$ cat src/design/common.sv
package common;

    // Data word width of the integer core
    localparam int xlen_width = 32;

    // M-extension operations, codes are fixed
    typedef enum logic [3:0] {
        alu_mul    = 4'd0,
        alu_mulh   = 4'd1,
        alu_mulhsu = 4'd2,
        alu_mulhu  = 4'd3,
        alu_div    = 4'd4,
        alu_divu   = 4'd5,
        alu_rem    = 4'd6,
        alu_remu   = 4'd7
    } alu_op_type;

    // Divide and remainder codes sit at 4 and above
    function automatic logic is_div_op(alu_op_type op);
        return op >= alu_div;
    endfunction

endpackage
$ cat src/design/muldiv_unit.sv
`timescale 1ns/100ps

module muldiv_unit #(
    parameter int xlen_width = common::xlen_width
) (
    input  logic                  clk,
    input  logic                  reset_n,
    input  logic                  start,
    input  common::alu_op_type    operation,
    input  logic [xlen_width-1:0] operand1,
    input  logic [xlen_width-1:0] operand2,
    output logic [xlen_width-1:0] result,
    output logic                  ready,
    output logic                  done
);

    logic                  busy;
    logic                  active_is_div;
    logic                  op_is_div;
    logic                  accept;
    logic                  div_start;
    logic                  mul_start;
    logic                  div_next_ready;
    logic                  mul_next_ready;
    logic [xlen_width-1:0] div_result;
    logic [xlen_width-1:0] mul_result;

    assign op_is_div = common::is_div_op(operation);
    assign accept    = start && !busy;
    assign div_start = accept && op_is_div;
    assign mul_start = accept && !op_is_div;

    always_ff @(posedge clk or negedge reset_n) begin
        if (!reset_n) begin
            busy          <= 1'b0;
            active_is_div <= 1'b0;
        end else if (accept) begin
            busy          <= 1'b1;
            active_is_div <= op_is_div;
        end else if (done) begin
            busy <= 1'b0;
        end
    end

    assign done   = busy && (active_is_div ? div_next_ready : mul_next_ready);
    assign result = active_is_div ? div_result : mul_result;
    assign ready  = !busy;

    divider #(
        .xlen_width (xlen_width)
    ) i_divider (
        .clk        (clk),
        .reset_n    (reset_n),
        .start      (div_start),
        .operation  (operation),
        .operand1   (operand1),
        .operand2   (operand2),
        .result     (div_result),
        .next_ready (div_next_ready)
    );

    multiplier #(
        .xlen_width (xlen_width)
    ) i_multiplier (
        .clk        (clk),
        .reset_n    (reset_n),
        .start      (mul_start),
        .operation  (operation),
        .operand1   (operand1),
        .operand2   (operand2),
        .result     (mul_result),
        .next_ready (mul_next_ready)
    );

    a_no_start_while_busy: assert property (
        @(posedge clk) disable iff (!reset_n)
        start |-> !busy
    ) else $error("start while muldiv unit busy");

    // Units read operation until their result is taken
    a_operation_stable: assert property (
        @(posedge clk) disable iff (!reset_n)
        busy |-> $stable(operation)
    ) else $error("operation changed while muldiv unit busy");

    // A unit never answers in the cycle its start is accepted
    a_done_after_busy: assert property (
        @(posedge clk) disable iff (!reset_n)
        done |-> $past(busy)
    ) else $error("done in the cycle a start was accepted");

endmodule

$ cat src/design/multiplier.sv
`timescale 1ns/100ps

module multiplier #(
    parameter int xlen_width = common::xlen_width
) (
    input  logic                  clk,
    input  logic                  reset_n,
    input  logic                  start,
    input  common::alu_op_type    operation,
    input  logic [xlen_width-1:0] operand1,
    input  logic [xlen_width-1:0] operand2,
    output logic [xlen_width-1:0] result,
    output logic                  next_ready
);

    localparam int cnt_width = $clog2(xlen_width + 1);

    typedef enum logic [1:0] {
        state_idle,
        state_calc,
        state_done
    } state_type;

    state_type state, next_state;

    logic [cnt_width-1:0]    bit_cnt;
    logic                    op1_signed;
    logic                    op2_signed;
    logic                    op1_neg;
    logic                    op2_neg;
    logic [xlen_width-1:0]   multiplicand;
    // Upper half accumulates, lower half holds the multiplier bits still to use
    logic [2*xlen_width-1:0] product;
    logic [xlen_width:0]     sum;
    logic [2*xlen_width-1:0] product_signed;
    logic                    result_valid;
    logic                    ready_d;

    assign op1_signed = operation == common::alu_mul || operation == common::alu_mulh ||
                        operation == common::alu_mulhsu;
    assign op2_signed = operation == common::alu_mul || operation == common::alu_mulh;

    always_comb begin
        case (state)
            state_idle: next_state = start ? state_calc : state_idle;
            state_calc: next_state = (bit_cnt == cnt_width'(1)) ? state_done : state_calc;
            state_done: next_state = ready_d ? state_idle : state_done;
            default:    next_state = state_idle;
        endcase
    end

    assign sum = {1'b0, product[2*xlen_width-1:xlen_width]} +
                 (product[0] ? {1'b0, multiplicand} : '0);

    assign product_signed = (op1_neg ^ op2_neg) ? -product : product;

    always_ff @(posedge clk or negedge reset_n) begin
        if (!reset_n) begin
            state        <= state_idle;
            bit_cnt      <= '0;
            result_valid <= 1'b0;
            ready_d      <= 1'b0;
        end else begin
            state <= next_state;
            case (state)
                state_idle: begin
                    result_valid <= 1'b0;
                    ready_d      <= 1'b0;
                    if (start) begin
                        bit_cnt <= cnt_width'(xlen_width);
                    end
                end
                state_calc: begin
                    bit_cnt <= bit_cnt - 1'b1;
                end
                state_done: begin
                    result_valid <= 1'b1;
                    ready_d      <= result_valid;
                end
                default: begin
                    bit_cnt <= '0;
                end
            endcase
        end
    end

    always_ff @(posedge clk) begin
        if (state == state_idle && start) begin
            op1_neg      <= op1_signed && operand1[xlen_width-1];
            op2_neg      <= op2_signed && operand2[xlen_width-1];
            multiplicand <= (op1_signed && operand1[xlen_width-1]) ? -operand1 : operand1;
            product      <= {{xlen_width{1'b0}},
                             (op2_signed && operand2[xlen_width-1]) ? -operand2 : operand2};
        end else if (state == state_calc) begin
            product <= {sum, product[xlen_width-1:1]};
        end
    end

    always_ff @(posedge clk or negedge reset_n) begin
        if (!reset_n) begin
            result <= '0;
        end else if (state == state_done && !result_valid) begin
            if (operation == common::alu_mul)
                result <= product_signed[xlen_width-1:0];
            else
                result <= product_signed[2*xlen_width-1:xlen_width];
        end
    end

    assign next_ready = (state == state_idle && !start) || (state == state_done && ready_d);

    // Ready stays low through the calculation and the edge that registers result
    a_no_ready_in_calc: assert property (
        @(posedge clk) disable iff (!reset_n)
        state == state_calc |=> !next_ready
    ) else $error("multiplier ready before result registered");

endmodule

$ cat src/design/divider.sv
`timescale 1ns/100ps

module divider #(
    parameter int xlen_width = common::xlen_width
) (
    input  logic                  clk,
    input  logic                  reset_n,
    input  logic                  start,
    input  common::alu_op_type    operation,
    input  logic [xlen_width-1:0] operand1,
    input  logic [xlen_width-1:0] operand2,
    output logic [xlen_width-1:0] result,
    output logic                  next_ready
);

    localparam int cnt_width = $clog2(xlen_width + 1);

    typedef enum logic [1:0] {
        state_idle,
        state_calc,
        state_done
    } state_type;

    state_type state, next_state;

    logic [cnt_width-1:0]  bit_cnt;
    logic                  is_signed;
    logic                  dividend_sign;
    logic                  divisor_sign;
    logic                  divisor_zero;
    // Dividend bits leave at the top while quotient bits enter at the bottom
    logic [xlen_width-1:0] dividend;
    logic [xlen_width-1:0] divisor;
    logic [xlen_width-1:0] remainder;
    logic [xlen_width-1:0] operand1_q;
    logic [xlen_width:0]   partial;
    logic [xlen_width:0]   difference;
    logic                  quotient_bit;
    logic [xlen_width-1:0] quotient_signed;
    logic [xlen_width-1:0] remainder_signed;
    logic                  result_valid;
    logic                  ready_d;

    always_comb begin
        case (operation)
            common::alu_div, common::alu_rem: is_signed = 1'b1;
            default:                          is_signed = 1'b0;
        endcase
    end

    always_comb begin
        case (state)
            state_idle: next_state = start ? state_calc : state_idle;
            state_calc: next_state = (bit_cnt == cnt_width'(1)) ? state_done : state_calc;
            state_done: next_state = ready_d ? state_idle : state_done;
            default:    next_state = state_idle;
        endcase
    end

    // One restoring step
    assign partial      = {remainder, dividend[xlen_width-1]};
    assign difference   = partial - {1'b0, divisor};
    assign quotient_bit = partial >= {1'b0, divisor};

    assign quotient_signed  = (dividend_sign ^ divisor_sign) ? -dividend : dividend;
    assign remainder_signed = dividend_sign ? -remainder : remainder;

    always_ff @(posedge clk or negedge reset_n) begin
        if (!reset_n) begin
            state        <= state_idle;
            bit_cnt      <= '0;
            result_valid <= 1'b0;
            ready_d      <= 1'b0;
        end else begin
            state <= next_state;
            case (state)
                state_idle: begin
                    result_valid <= 1'b0;
                    ready_d      <= 1'b0;
                    if (start) begin
                        bit_cnt <= cnt_width'(xlen_width);
                    end
                end
                state_calc: begin
                    bit_cnt <= bit_cnt - 1'b1;
                end
                state_done: begin
                    // Result lands on the first done edge, ready on the second
                    result_valid <= 1'b1;
                    ready_d      <= result_valid;
                end
                default: begin
                    bit_cnt <= '0;
                end
            endcase
        end
    end

    always_ff @(posedge clk) begin
        if (state == state_idle && start) begin
            operand1_q    <= operand1;
            divisor_zero  <= operand2 == '0;
            dividend_sign <= is_signed && operand1[xlen_width-1];
            divisor_sign  <= is_signed && operand2[xlen_width-1];
            dividend      <= (is_signed && operand1[xlen_width-1]) ? -operand1 : operand1;
            divisor       <= (is_signed && operand2[xlen_width-1]) ? -operand2 : operand2;
            remainder     <= '0;
        end else if (state == state_calc) begin
            remainder <= quotient_bit ? difference[xlen_width-1:0] : partial[xlen_width-1:0];
            dividend  <= {dividend[xlen_width-2:0], quotient_bit};
        end
    end

    always_ff @(posedge clk or negedge reset_n) begin
        if (!reset_n) begin
            result <= '0;
        end else if (state == state_done && !result_valid) begin
            // Min negative over -1 wraps back to min negative in the negation
            case (operation)
                common::alu_div, common::alu_divu:
                    result <= divisor_zero ? {xlen_width{1'b1}} : quotient_signed;
                common::alu_rem, common::alu_remu:
                    result <= divisor_zero ? operand1_q : remainder_signed;
                default:
                    result <= '0;
            endcase
        end
    end

    assign next_ready = (state == state_idle && !start) || (state == state_done && ready_d);

    a_bit_cnt_no_underflow: assert property (
        @(posedge clk) disable iff (!reset_n)
        state == state_calc |-> bit_cnt != '0
    ) else $error("divider bit counter underflow");

endmodule

$ cat config.mk
export PLATFORM = sky130hd
export DESIGN_NAME = muldiv_unit
export DESIGN_NICKNAME = d
export VERILOG_FILES = /design/src/design/common.sv /design/src/design/muldiv_unit.sv /design/src/design/multiplier.sv /design/src/design/divider.sv
export SDC_FILE = /design/constraint.sdc
export NUM_CORES = 1
export LEC_CHECK = 0
export BUFFER_PORTS_ARGS = -buffer_cell sky130_fd_sc_hd__buf_2
export CAP_MARGIN = 40
export CORE_MARGIN = 1.5
export CORE_UTILIZATION = 30
export CTS_BUF_LIST = sky130_fd_sc_hd__clkbuf_4
export DETAILED_ROUTE_END_ITERATION = 7
export GPL_TIMING_DRIVEN = 0
export PLACE_DENSITY_LB_ADDON = 0.15
export SLEW_MARGIN = 5
export SYNTH_ARGS = -nofsm -noshare
export SYNTH_HDL_FRONTEND = slang
export SYNTH_SLANG_ARGS = --single-unit
$ cat constraint.sdc
create_clock -name clk -period 5.33 [get_ports clk]
set_clock_uncertainty 0.15 [all_clocks]
set_input_delay 0.7995 -clock clk [delete_from_list [all_inputs] [get_ports clk]]
set_output_delay 0.7995 -clock clk [all_outputs]
set_load 0.05 [all_outputs]
Yosys cells after proc, flatten, opt, wreduce, memory -nomap -nowiden
Index checks and enable logic that the tools add are counted.

storage, ports and cells
  register bits = 315
  bits in latches = 0
  bits in writable memories = 0
  ROM bits = 0
  input port bits = 71
  output and inout port bits = 34
  logic and storage cells = 131
  memories = 0

operators by class
  add/subtract/negate cells = 9
  multipliers = 0
  div/mod/pow operators = 0
  magnitude comparators = 2
  equal/unequal tests = 14
  shift-type cells = 0
  muxes and demuxes = 38
  bitwise gates (word level) = 4
  reduce and logical (&&, ||, !) cells = 40

operator list
  cell                   count
  $mux W32               16
  $neg A32 Y32           4
  $mux W64               1
  $neg A64 Y64           1
  $pmux W32 S2           1
  $pmux W6 S3            2
  $add A32 B32 Y33       1
  $ge A33 B32 Y1         1
  $logic_not A32 Y1      1
  $sub A32 B32 Y32       1
  $eq A4 B3 Y1 const B   4
  $logic_and A1 B1 Y1    16
  $eq A6 B1 Y1 const B   2
  $mux W6                2
  $pmux W2 S3            2
  $sub A6 B1 Y6 const B  2
  $reduce_bool A2 Y1     5
  $mux W2                4
  $pmux W1 S2            4
  $logic_not A1 Y1       6
  $mux W1                6
  $reduce_or A2 Y1       3
  $eq A2 B1 Y1 const B   2
  $eq A2 B2 Y1 const B   2
  10 further kinds       18

Depth between registers and ports, before layout
Gate-level depths: netlist (run 1).

  depth in word-level cells = 10
  gate-level depth with buffers = 14
  depth with buffers taken out = 13

Modules after synthesis
Synthesis (run 1) repeated with hierarchy kept, for this count alone.

second synthesis, totals
  cells, all modules = 2,492
  area, all modules = 21,907.3 um^2

modules (own cells, without submodules)
  module       instances  cells an instance  area an instance (um^2)  seq. area each (um^2)
  divider      1          1,267              11,400.9                 4,664.5
  multiplier   1          1,177              9,857.0                  3,673.5
  muldiv_unit  1          48                 649.4                    50.0

Worst setup path after synthesis (run 1)
No wires, ideal clock.

  kind = input port to flip-flop
  from = in operation[2]
  to = reg i_divider.remainder[1]
  setup time = 0.122 ns
  data arrival time = 4.582 ns
  data required time = 5.058 ns
  path slack = 0.476 ns
  stages on the path = 11
  buffers on the path = 3
  path through = or2_2 -> clkbuf_1 -> nand3_1 -> or3_1 -> clkbuf_1 -> inv_1 -> nor2_1 -> clkbuf_1 -> inv_1 -> nor2_1 -> a311o_1

on the way
  cells in the longest elaborated chain, start to end = 3

RTL lines
  item                  line               text
  from (decl)           muldiv_unit.sv:9   input common::alu_op_type operation,
  $ge A4 B3 Y1          common.sv:20       return op >= alu_div;
  $logic_and A1 B1 Y1   muldiv_unit.sv:30  assign div_start = accept && op_is_div;
  $logic_and A1 B1 Y1   divider.sv:100     if (state == state_idle && start) begin
  to (signal assigned)  divider.sv:109     remainder <= quotient_bit ? difference[xlen_width-1:0] : partial[xlen_width-1:0];
  to (decl)             divider.sv:34      logic [xlen_width-1:0] remainder;

No other way between the ends.
A chain may end at the register's enable or synchronous reset.

Worst setup path after layout (run 1)
  from = reg i_multiplier.product[0]
  to = reg i_multiplier.product[61]

on the way
  cells in the longest elaborated chain, start to end = 2

RTL lines
  item                    line              text
  from (decl)             multiplier.sv:33  logic [2*xlen_width-1:0] product;
  from (signal assigned)  multiplier.sv:92  product <= {{xlen_width{1'b0}},
  from (signal assigned)  multiplier.sv:95  product <= {sum, product[xlen_width-1:1]};
  $mux W32                multiplier.sv:53  (product[0] ? {1'b0, multiplicand} : '0);
  $add A32 B32 Y33        multiplier.sv:52  assign sum = {1'b0, product[2*xlen_width-1:xlen_width]} +

No other way between the ends.

==> results of run 1 <==
-- layer usage --
metal  up-vias  wire length (um)  global-route usage
met2       669             35100               0.329
met5         -                44                   0
li1       9343                 -                   -
met3       143              6070              0.0563
met4         8              2800              0.0781
met1      9495             38200               0.311
-- layout make-up --
class	count	area, sq um	share of cell area
antenna	4	10.0	0.000407
timing repair buffer	125	796	0.0323
tap	940	1180	0.0478
inverter	80	303	0.0123
clock buffer	146	1100	0.0445
buffer	129	493	0.0200
multi-input combinational	1938	12100	0.493
clock inverter	30	211	0.00859
sequential	315	8390	0.341
-- critical path, stage by stage (launching register included) --
cell and delay (ps):
edfxtp_1 610, clkbuf_1 370, and2_1 260, ha_1 240, fa_1 430, a21oi_1 200
o211ai_1 150, a21oi_1 350, o21ai_0 250, a41oi_1 560, o211ai_1 190, a31oi_1 240
nand2b_1 80, a32o_1 240
-- cells by family (layout without fill, tap and decap cells) --
logic type,Yosys count,after routing
xor+xnor,280,280
flops,315,315
mux,42,42
fa+ha+maj,75,75
simple gates,867,867
compound gates,674,674
buf+inv,209,510
other cells,0,4
-- synthesized netlist by cell type, types with 16 or more instances --
cell type	instances
nand2_1	373
o21ai_0	249
nor2_1	171
a21oi_1	166
edfxtp_1	165
xnor2_1	152
xor2_1	128
clkbuf_1	110
dfrtp_1	86
inv_1	80
ha_1	73
dfxtp_1	64
nor3_1	57
o211ai_1	48
and2_1	42
nand3_1	37
mux2_2	33
a21o_1	32
nand2b_1	31
or3_1	31
o31ai_1	26
nor4_1	22
o221ai_1	21
and3_1	18
or4_1	18
a221o_1	16
-- report_power, final --
part	internal, mW	switching, mW
Combinational	2.64	4.76
Clock	1.39	1.17
Sequential	3.62	1.13
-- worst max path at each step --
stage | startpoint | end | cells after the start
final | i_multiplier.product[0] | i_multiplier.product[61] | 13
after global placement | operation[2] | i_divider.remainder[1] | 12
after detailed placement | operation[2] | i_divider.dividend[31] | 11
after floorplan | operation[2] | i_divider.remainder[1] | 11
after global routing | i_multiplier.product[0] | i_multiplier.product[59] | 13
after CTS | i_multiplier.product[0] | i_multiplier.product[61] | 13
-- registers in the layout, indices dropped and copies added (netlist names), 2 cells and up --
signal                     flops
i_multiplier.multiplicand     32
i_multiplier.bit_cnt           6
i_multiplier.product          64
i_multiplier.state             2
i_divider.result              32
i_divider.remainder           32
i_divider.dividend            32
i_multiplier.result           32
i_divider.state                2
i_divider.bit_cnt              6
i_divider.operand1_q          32
i_divider.divisor             32
-- repair_timing --
item / CTS / global route
endpoints found under the hold margin: 51 / 0
hold buffers: 13 / 0
gates resized for setup: 0 / 0
-- cell usage in the layout, fill, tap and decap left out, drive strengths merged, types with 82 or more instances in the layout --
master,netlist,final
nand2,373,373
clkbuf,110,256
o21ai,252,252
nor2,171,171
a21oi,166,166
edfxtp,165,165
xnor2,152,152
buf,19,131
xor2,128,128
dfrtp,86,86
inv,80,82
==> reports/metrics.yaml, run 1 <==
status: "complete, no violations"
die_h_um: 270
synth_edf_count: 165
start_kind: "flip-flop"
cts_sinks: 315
worst_slack_ps: 975
holdPathStages: 1
yosys.area_share.adder: 0.0447
ant_nets: 0
dp_slack_ps: 655
holdCritPathClass: "input pin to flip-flop"
layout.cells.non_filler: 3707
r2r_start: "i_multiplier.product[0]"
cts_tree: "built"
path_clk_slew_ps: 60
syn_avg_cell_area_sq_um: 8.66
synth-xor-area-share: 0.115
num_vias: 19700
netlist_area_sq_um: 21300
regToRegEndpoint: "i_multiplier.product[61]"
crit_type: "flip-flop to flip-flop"
via_per_inst: 5.30
rsz0062_at_grt: "no"
postCtsSetupBuffers: 0
drt_iter0_drc: 1695
ys_types: 78
clock_path_buffers: 3
fillers: 7524
fmax_ghz: 0.230
start_util: 0.304
synth_top_family_by_area: "compound AO/OA/AOI/OAI gates"
overflow: 0
cp-end-kind: "flip-flop"
grt_usage: 0.222
yosysWarnings: 0
yosys-top-cells-area: "edfxtp_1, dfrtp_1, nand2_1"
min_to: "i_divider.operand1_q[0]"
syn_inst: 2462
core_area_sq_um: 70100
synth_compound_area_frac: 0.195
synthToLayoutAreaGrowth_pct: 15.5
async_flop_share: 0.273
hpwlAfterDp_um: 65700
die_w_um: 270
final_net_count: 2829
drv_cap: 0
drive_above_1_share: 0.121
antenna_found_initial: 8
fin_util: 0.351
synthFlopType: "edfxtp_1"
holdWs_ps: 86.3
arrival_ps: 4950
syn_nets: 2608
cts_htree_levels: 3
die_area_sq_um: 72600
setup-tns-final_ps: 0
portBuffers: 103
placed_area_sq_um: 23200
grt_pass1_vias: 19200
ys_seq_elements: 315
cts_root_buffer: "clkbuf_4"
worst_slew_pin_slew_ps: 973
fin_area_sq_um: 24600
yosys.area_share.simple: 0.193
cp_max_fo: 10
rrSetupSlack_ps: 980
finalCritPeriodShare: 0.817
firstDrtPassIters: 5
wirelength_um: 82200
ys_seq_area_frac: 0.394
power.density_nw_per_um2: 598
ir_worst_vdd_mv: 0.441
p_leak_nw: 9.83
slew_violations: 0
grt_max_degree: 48
drcViolationCount: 0
wl_per_cell_um: 22.2
power_mw: 14.7
min_from: "operand1[0]"
fin_crit_ps: 4350
grt_pass1_wl_um: 122000
worstRegToRegCells: 13
synth_top_area_frac: 0.233
synthMuxAreaShare: 0.0217
clk_latency_ps: 860
routabilityCongestion: 0.937
critPathRequiredTime_ps: 5930
synth_top_cell_by_area: "edfxtp_1"
dp_cells: 3514
relSlewSlack: 0.345
rows: 97
setup_viol_count_final: 0
boundaryPins: 105
cts_made_buffers: 94
final_hold_viol_count: 0
(Power assumes the default switching activity.)
==> run 2: changes to the inputs <==
clock period = 4.31 ns   (was 5.33 ns; I/O delays follow)
==> reports/metrics.yaml, run 2 (same netlist as run 1, synthesis figures left out) <==
num_vias: 19900  # +1.4%
fin_util: 0.356  # +0.00485
fillers: 7541  # +0.23%
cp-end-kind: "flip-flop"
cts_tree: "built"
final_hold_viol_count: 0  # unchanged
cts_htree_levels: 3  # unchanged
rsz0062_at_grt: "no"
grt_pass1_vias: 19300  # +0.62%
critPathRequiredTime_ps: 4760  # -1170 ps
p_leak_nw: 9.97  # +1.5%
slowest_stage: "clkbuf_1"
arrival_ps: 4650  # -300 ps
firstDrtPassIters: 5  # unchanged
final_common_cell: "nand2_1"
start_kind: "input pin"
antenna_found_initial: 7  # -1
finalCritPeriodShare: 0.974
fin_crit_ps: 4200
setup_viol_count_final: 0  # unchanged
via_per_inst: 5.33  # +0.48%
die_area_sq_um: 72600  # unchanged
cts_made_buffers: 95  # +1.1%
start_util: 0.304  # unchanged
ant_nets: 0  # unchanged
power.density_nw_per_um2: 728  # +22%
status: "complete, no violations"
cts_sinks: 315  # unchanged
path_common_cell: "clkbuf_1"
holdCritPathClass: "input pin to flip-flop"
ir_worst_vdd_mv: 0.649  # +47%
worst_slew_pin_slew_ps: 856  # -118 ps
clock_path_buffers: 3  # unchanged
final_net_count: 2863  # +1.2%
wl_per_cell_um: 22.2  # +0.33%
die_w_um: 270  # unchanged
drv_cap: 0  # unchanged
path_clk_slew_ps: 60  # about the same
grt_pass1_wl_um: 123000  # +0.79%
largest_reg_flops: 64  # unchanged
drcViolationCount: 0  # unchanged
drt_iter0_drc: 1827  # +7.8%
core_area_sq_um: 70100  # unchanged
hpwlAfterDp_um: 66300  # +0.91%
relSlewSlack: 0.428  # +0.0822
clk_latency_ps: 860  # about the same
cts_root_buffer: "clkbuf_4"
path_cells: "buf_2 -> or2_2 -> clkbuf_1 -> nand3_1 -> or3_1 -> clkbuf_1 -> clkinvlp_4 -> buf_12 -> buf_12 -> nor2_1 -> clkbuf_1 -> inv_1 -> buf_16"
grt_max_degree: 47  # -2.1%
rows: 97  # unchanged
final_cell_mix: "nand2_1, o21ai_0, nor2_1, a21oi_1, edfxtp_1"
dp_slack_ps: -727  # -1380 ps
routabilityCongestion: 0.965  # +2.9%
drive_above_1_share: 0.123  # +0.00215
grt_usage: 0.225  # +0.00279
power_mw: 18.2  # +23%
largest-register: "i_multiplier.product"
fmax_ghz: 0.238
critPathMaxStageDelay_ps: 530  # -80 ps
crit_family: "buffers and inverters"
path_buf_inv: 9  # +8
boundaryPins: 105  # unchanged
worst_slack_ps: 114  # -861 ps
overflow: 0  # unchanged
cp_max_fo: 38  # +28
slew_violations: 0  # unchanged
portBuffers: 103  # unchanged
die_h_um: 270  # unchanged
wirelength_um: 83200  # +1.2%
synthToLayoutAreaGrowth_pct: 17.1
crit_type: "input pin to flip-flop"
run 2: cell type report:
type | instances | area [sq um] | area share
repair buffers | 159 | 1140 | 0.0459
inverters | 80 | 304 | 0.0122
clock buffers | 144 | 1080 | 0.0433
well taps | 940 | 1180 | 0.0472
multi-input cells | 1938 | 12200 | 0.487
flip-flops and latches | 315 | 8390 | 0.336
clock inverters | 32 | 188 | 0.00752
diodes | 5 | 12.5 | 0.000502
plain buffers | 128 | 492 | 0.0197
run 2: repair_timing:
action,in CTS,in global routing
gates resized for setup,3,5
hold buffers,43,0
setup endpoints to repair,11,35
hold endpoints to repair,96,0
cloned,0,0
buffers inserted,0,2
run 2: final timing paths:
| kind | start | endpoint | slack, ps | cells after the start |
|---|---|---|---|---|
| worst max-delay path | operation[2] | i_divider.dividend[31] | 110 | 13 |
| worst min-delay path | operand2[12] | i_divider.divisor[12] | 90 | 2 |
| worst max register to register | busy | i_divider.dividend[31] | 220 | 11 |
| worst min register to register | i_divider.ready_d | i_divider.state[1] | 300 | 1 |
| min in group asynchronous | reset_n | i_divider.result[27] | 220 | 2 |
| max in group asynchronous | reset_n | i_multiplier.bit_cnt[1] | 3090 | 3 |
run 2: routing by layer:
layer | GRT usage | vias up | part of all wire
li1 | - | 9426 | -
met1 | 0.314 | 9594 | 0.46
met2 | 0.338 | 763 | 0.43
met3 | 0.0518 | 145 | 0.076
met4 | 0.0803 | 6 | 0.034
met5 | 0 | - | 0.00054
run 2: report_power, final:
part	internal, mW	switching, mW	leakage [nW]	total (mW)
registers	4.47	1.41	3.16	5.88
clock network	1.65	1.46	0.767	3.10
logic	3.30	5.87	6.04	9.17
run 2: through the flow:
stage	TNS (ps)	instances	cell area [sq um]	hold WS, ps
after floorplan	0	2462	21300	201
after global placement	-203690	3505	23000	311
after detailed placement	-25930	3516	23200	313
after CTS	0	3735	24900	1.72
after global routing	0	3739	24900	14.1
final	0	3741	24900	91.8
==> run 3: changes to the inputs <==
clock period = 5.1 ns   (was 4.31 ns; I/O delays follow)
==> reports/metrics.yaml, run 3 (same netlist as run 1, synthesis figures left out) <==
status: "complete, no violations"
critPathRequiredTime_ps: 5520  # +760 ps
crit_family: "simple AND/OR/NAND/NOR gates"
cts_made_buffers: 94  # -1.1%
relSlewSlack: 0.335  # -0.0922
ant_nets: 0  # unchanged
power.density_nw_per_um2: 622  # -15%
post_cts_resized: 0  # -3
boundaryPins: 105  # unchanged
holdWs_ps: 75.6  # -16.2 ps
cts_root_buffer: "clkbuf_4"
slew_violations: 0  # unchanged
path_clk_slew_ps: 60  # about the same
routabilityCongestion: 0.937  # -2.9%
antenna_found_initial: 7  # unchanged
path_common_cell: "nor4_1"
fillers: 7518  # -0.30%
drcViolationCount: 0  # unchanged
cts_tree: "built"
p_leak_nw: 9.88  # -0.97%
path_cells: "dlygate4sd3_1 -> buf_2 -> inv_1 -> ha_1 -> or3b_2 -> nand4b_1 -> nor4_1 -> and4bb_2 -> nand2_1 -> nor4_1 -> nor2_1 -> xnor2_1 -> o21ai_0"
rsz0062_at_grt: "no"
rows: 97  # unchanged
crit_type: "input pin to flip-flop"
fmax_ghz: 0.227
clock_path_buffers: 3  # unchanged
firstDrtPassIters: 5  # unchanged
cts_sinks: 315  # unchanged
die_w_um: 270  # unchanged
final_cell_mix: "nand2_1, o21ai_0, nor2_1, a21oi_1, edfxtp_1"
wirelength_um: 82400  # -0.96%
fin_util: 0.352  # -0.00328
portBuffers: 103  # unchanged
cp_max_fo: 5  # -87%
grt_pass1_wl_um: 122000  # -0.57%
die_area_sq_um: 72600  # unchanged
overflow: 0  # unchanged
final_net_count: 2840  # -0.80%
setup_viol_count_final: 0  # unchanged
wl_per_cell_um: 22.2  # -0.35%
holdCritPathClass: "input pin to flip-flop"
grt_max_degree: 48  # +2.1%
start_kind: "input pin"
cts_htree_levels: 3  # unchanged
finalCritPeriodShare: 0.865
via_per_inst: 5.31  # -0.44%
largest-register: "i_multiplier.product"
drive_above_1_share: 0.121  # -0.00263
start_util: 0.304  # unchanged
setup-tns-final_ps: 0  # unchanged
drt_iter0_drc: 1688  # -7.6%
die_h_um: 270  # unchanged
critPathMaxStageDelay_ps: 900  # +370 ps
final_common_cell: "nand2_1"
path_buf_inv: 3  # -6
slowest_stage: "nor4_1"
largest_reg_flops: 64  # unchanged
synthToLayoutAreaGrowth_pct: 16.0
worst_slew_pin_slew_ps: 988  # +132 ps
core_area_sq_um: 70100  # unchanged
clk_latency_ps: 860  # about the same
drv_cap: 0  # unchanged
cp-end-kind: "flip-flop"
hpwlAfterDp_um: 65700  # -0.90%
num_vias: 19700  # -1.0%
grt_pass1_vias: 19300  # -0.27%
ir_worst_vdd_mv: 0.460  # -29%
fin_crit_ps: 4410
arrival_ps: 4840  # +190 ps
final_hold_viol_count: 0  # unchanged
grt_usage: 0.222  # -0.00241
==> run 3: cell count changes in the layout (fill, tap and decap cells not counted), sizes merged <==
| cell | change |
|---|---|
| clkinv | -3 |
| clkbuf | +3 |
| buf | -3 |
| dlygate4sd3 | -19 |
| diode | -1 |
| clkdlybuf4s18 | -1 |
| bufinv | +1 |
==> run 3: power breakdown <==
part | switching, mW | leakage (nW) | internal, mW
registers | 1.18 | 3.16 | 3.78
logic | 4.97 | 5.94 | 2.76
clock network | 1.22 | 0.775 | 1.46
==> run 3: worst paths after layout <==
| kind | from | to | slack [ps] | cells after the start |
|---|---|---|---|---|
| setup / recovery | operand1[0] | i_divider.dividend[30] | 690 | 13 |
| hold / removal | operand1[6] | i_divider.operand1_q[6] | 80 | 1 |
| setup reg to reg | i_multiplier.product[0] | i_multiplier.product[61] | 710 | 13 |
| hold reg to reg | i_divider.ready_d | i_divider.state[1] | 310 | 1 |
| max in group asynchronous | reset_n | i_multiplier.result[3] | 3710 | 3 |
| min in group asynchronous | reset_n | i_divider.result[22] | 330 | 2 |
==> run 3: worst register-to-register path, delay by kind of cell, from the launching register on <==
kind / cells / cell delay, ps
DFF: 1 / 620
buffers and inverters: 1 / 380
adders and majority gates: 2 / 670
and+or+nand+nor: 2 / 340
AOI/OAI and AO/OA: 8 / 2200
==> run 3: per-layer routing <==
metal / track usage / routed length, um / part of all wire
met5: 0 / 41 / 0.00050
met4: 0.0775 / 2740 / 0.033
met3: 0.0538 / 5980 / 0.073
met2: 0.330 / 35100 / 0.43
met1: 0.313 / 38500 / 0.47
==> run 3: metrics by stage <==
stage | power, mW | instance area, sq um | setup slack (ps) | cells
finish | 15.4 | 24700 | 688 | 3718
global placement | 12.5 | 23000 | -1800 | 3505
global route | 16.5 | 24700 | 464 | 3718
floorplan | 9.91 | 21300 | 280 | 2462
CTS | 15.4 | 24700 | 767 | 3714
detailed placement | 12.6 | 23200 | 460 | 3514
==> run 3: final cells by class <==
type / count / area (sq um) / share of cell area
Multi-Input combinational cell: 1938 / 12100 / 0.491
Sequential cell: 315 / 8390 / 0.339
Tap cell: 940 / 1180 / 0.0476
Clock buffer: 146 / 1100 / 0.0443
Timing Repair Buffer: 136 / 906 / 0.0367
Buffer: 129 / 493 / 0.0199
Inverter: 80 / 303 / 0.0123
Clock inverter: 30 / 211 / 0.00856
Antenna cell: 4 / 10.0 / 0.000405
==> run 3: timing repair <==
action / CTS / global route
buffers inserted: 0 / 0
endpoints found under the hold margin: 62 / 0
hold buffers: 24 / 0
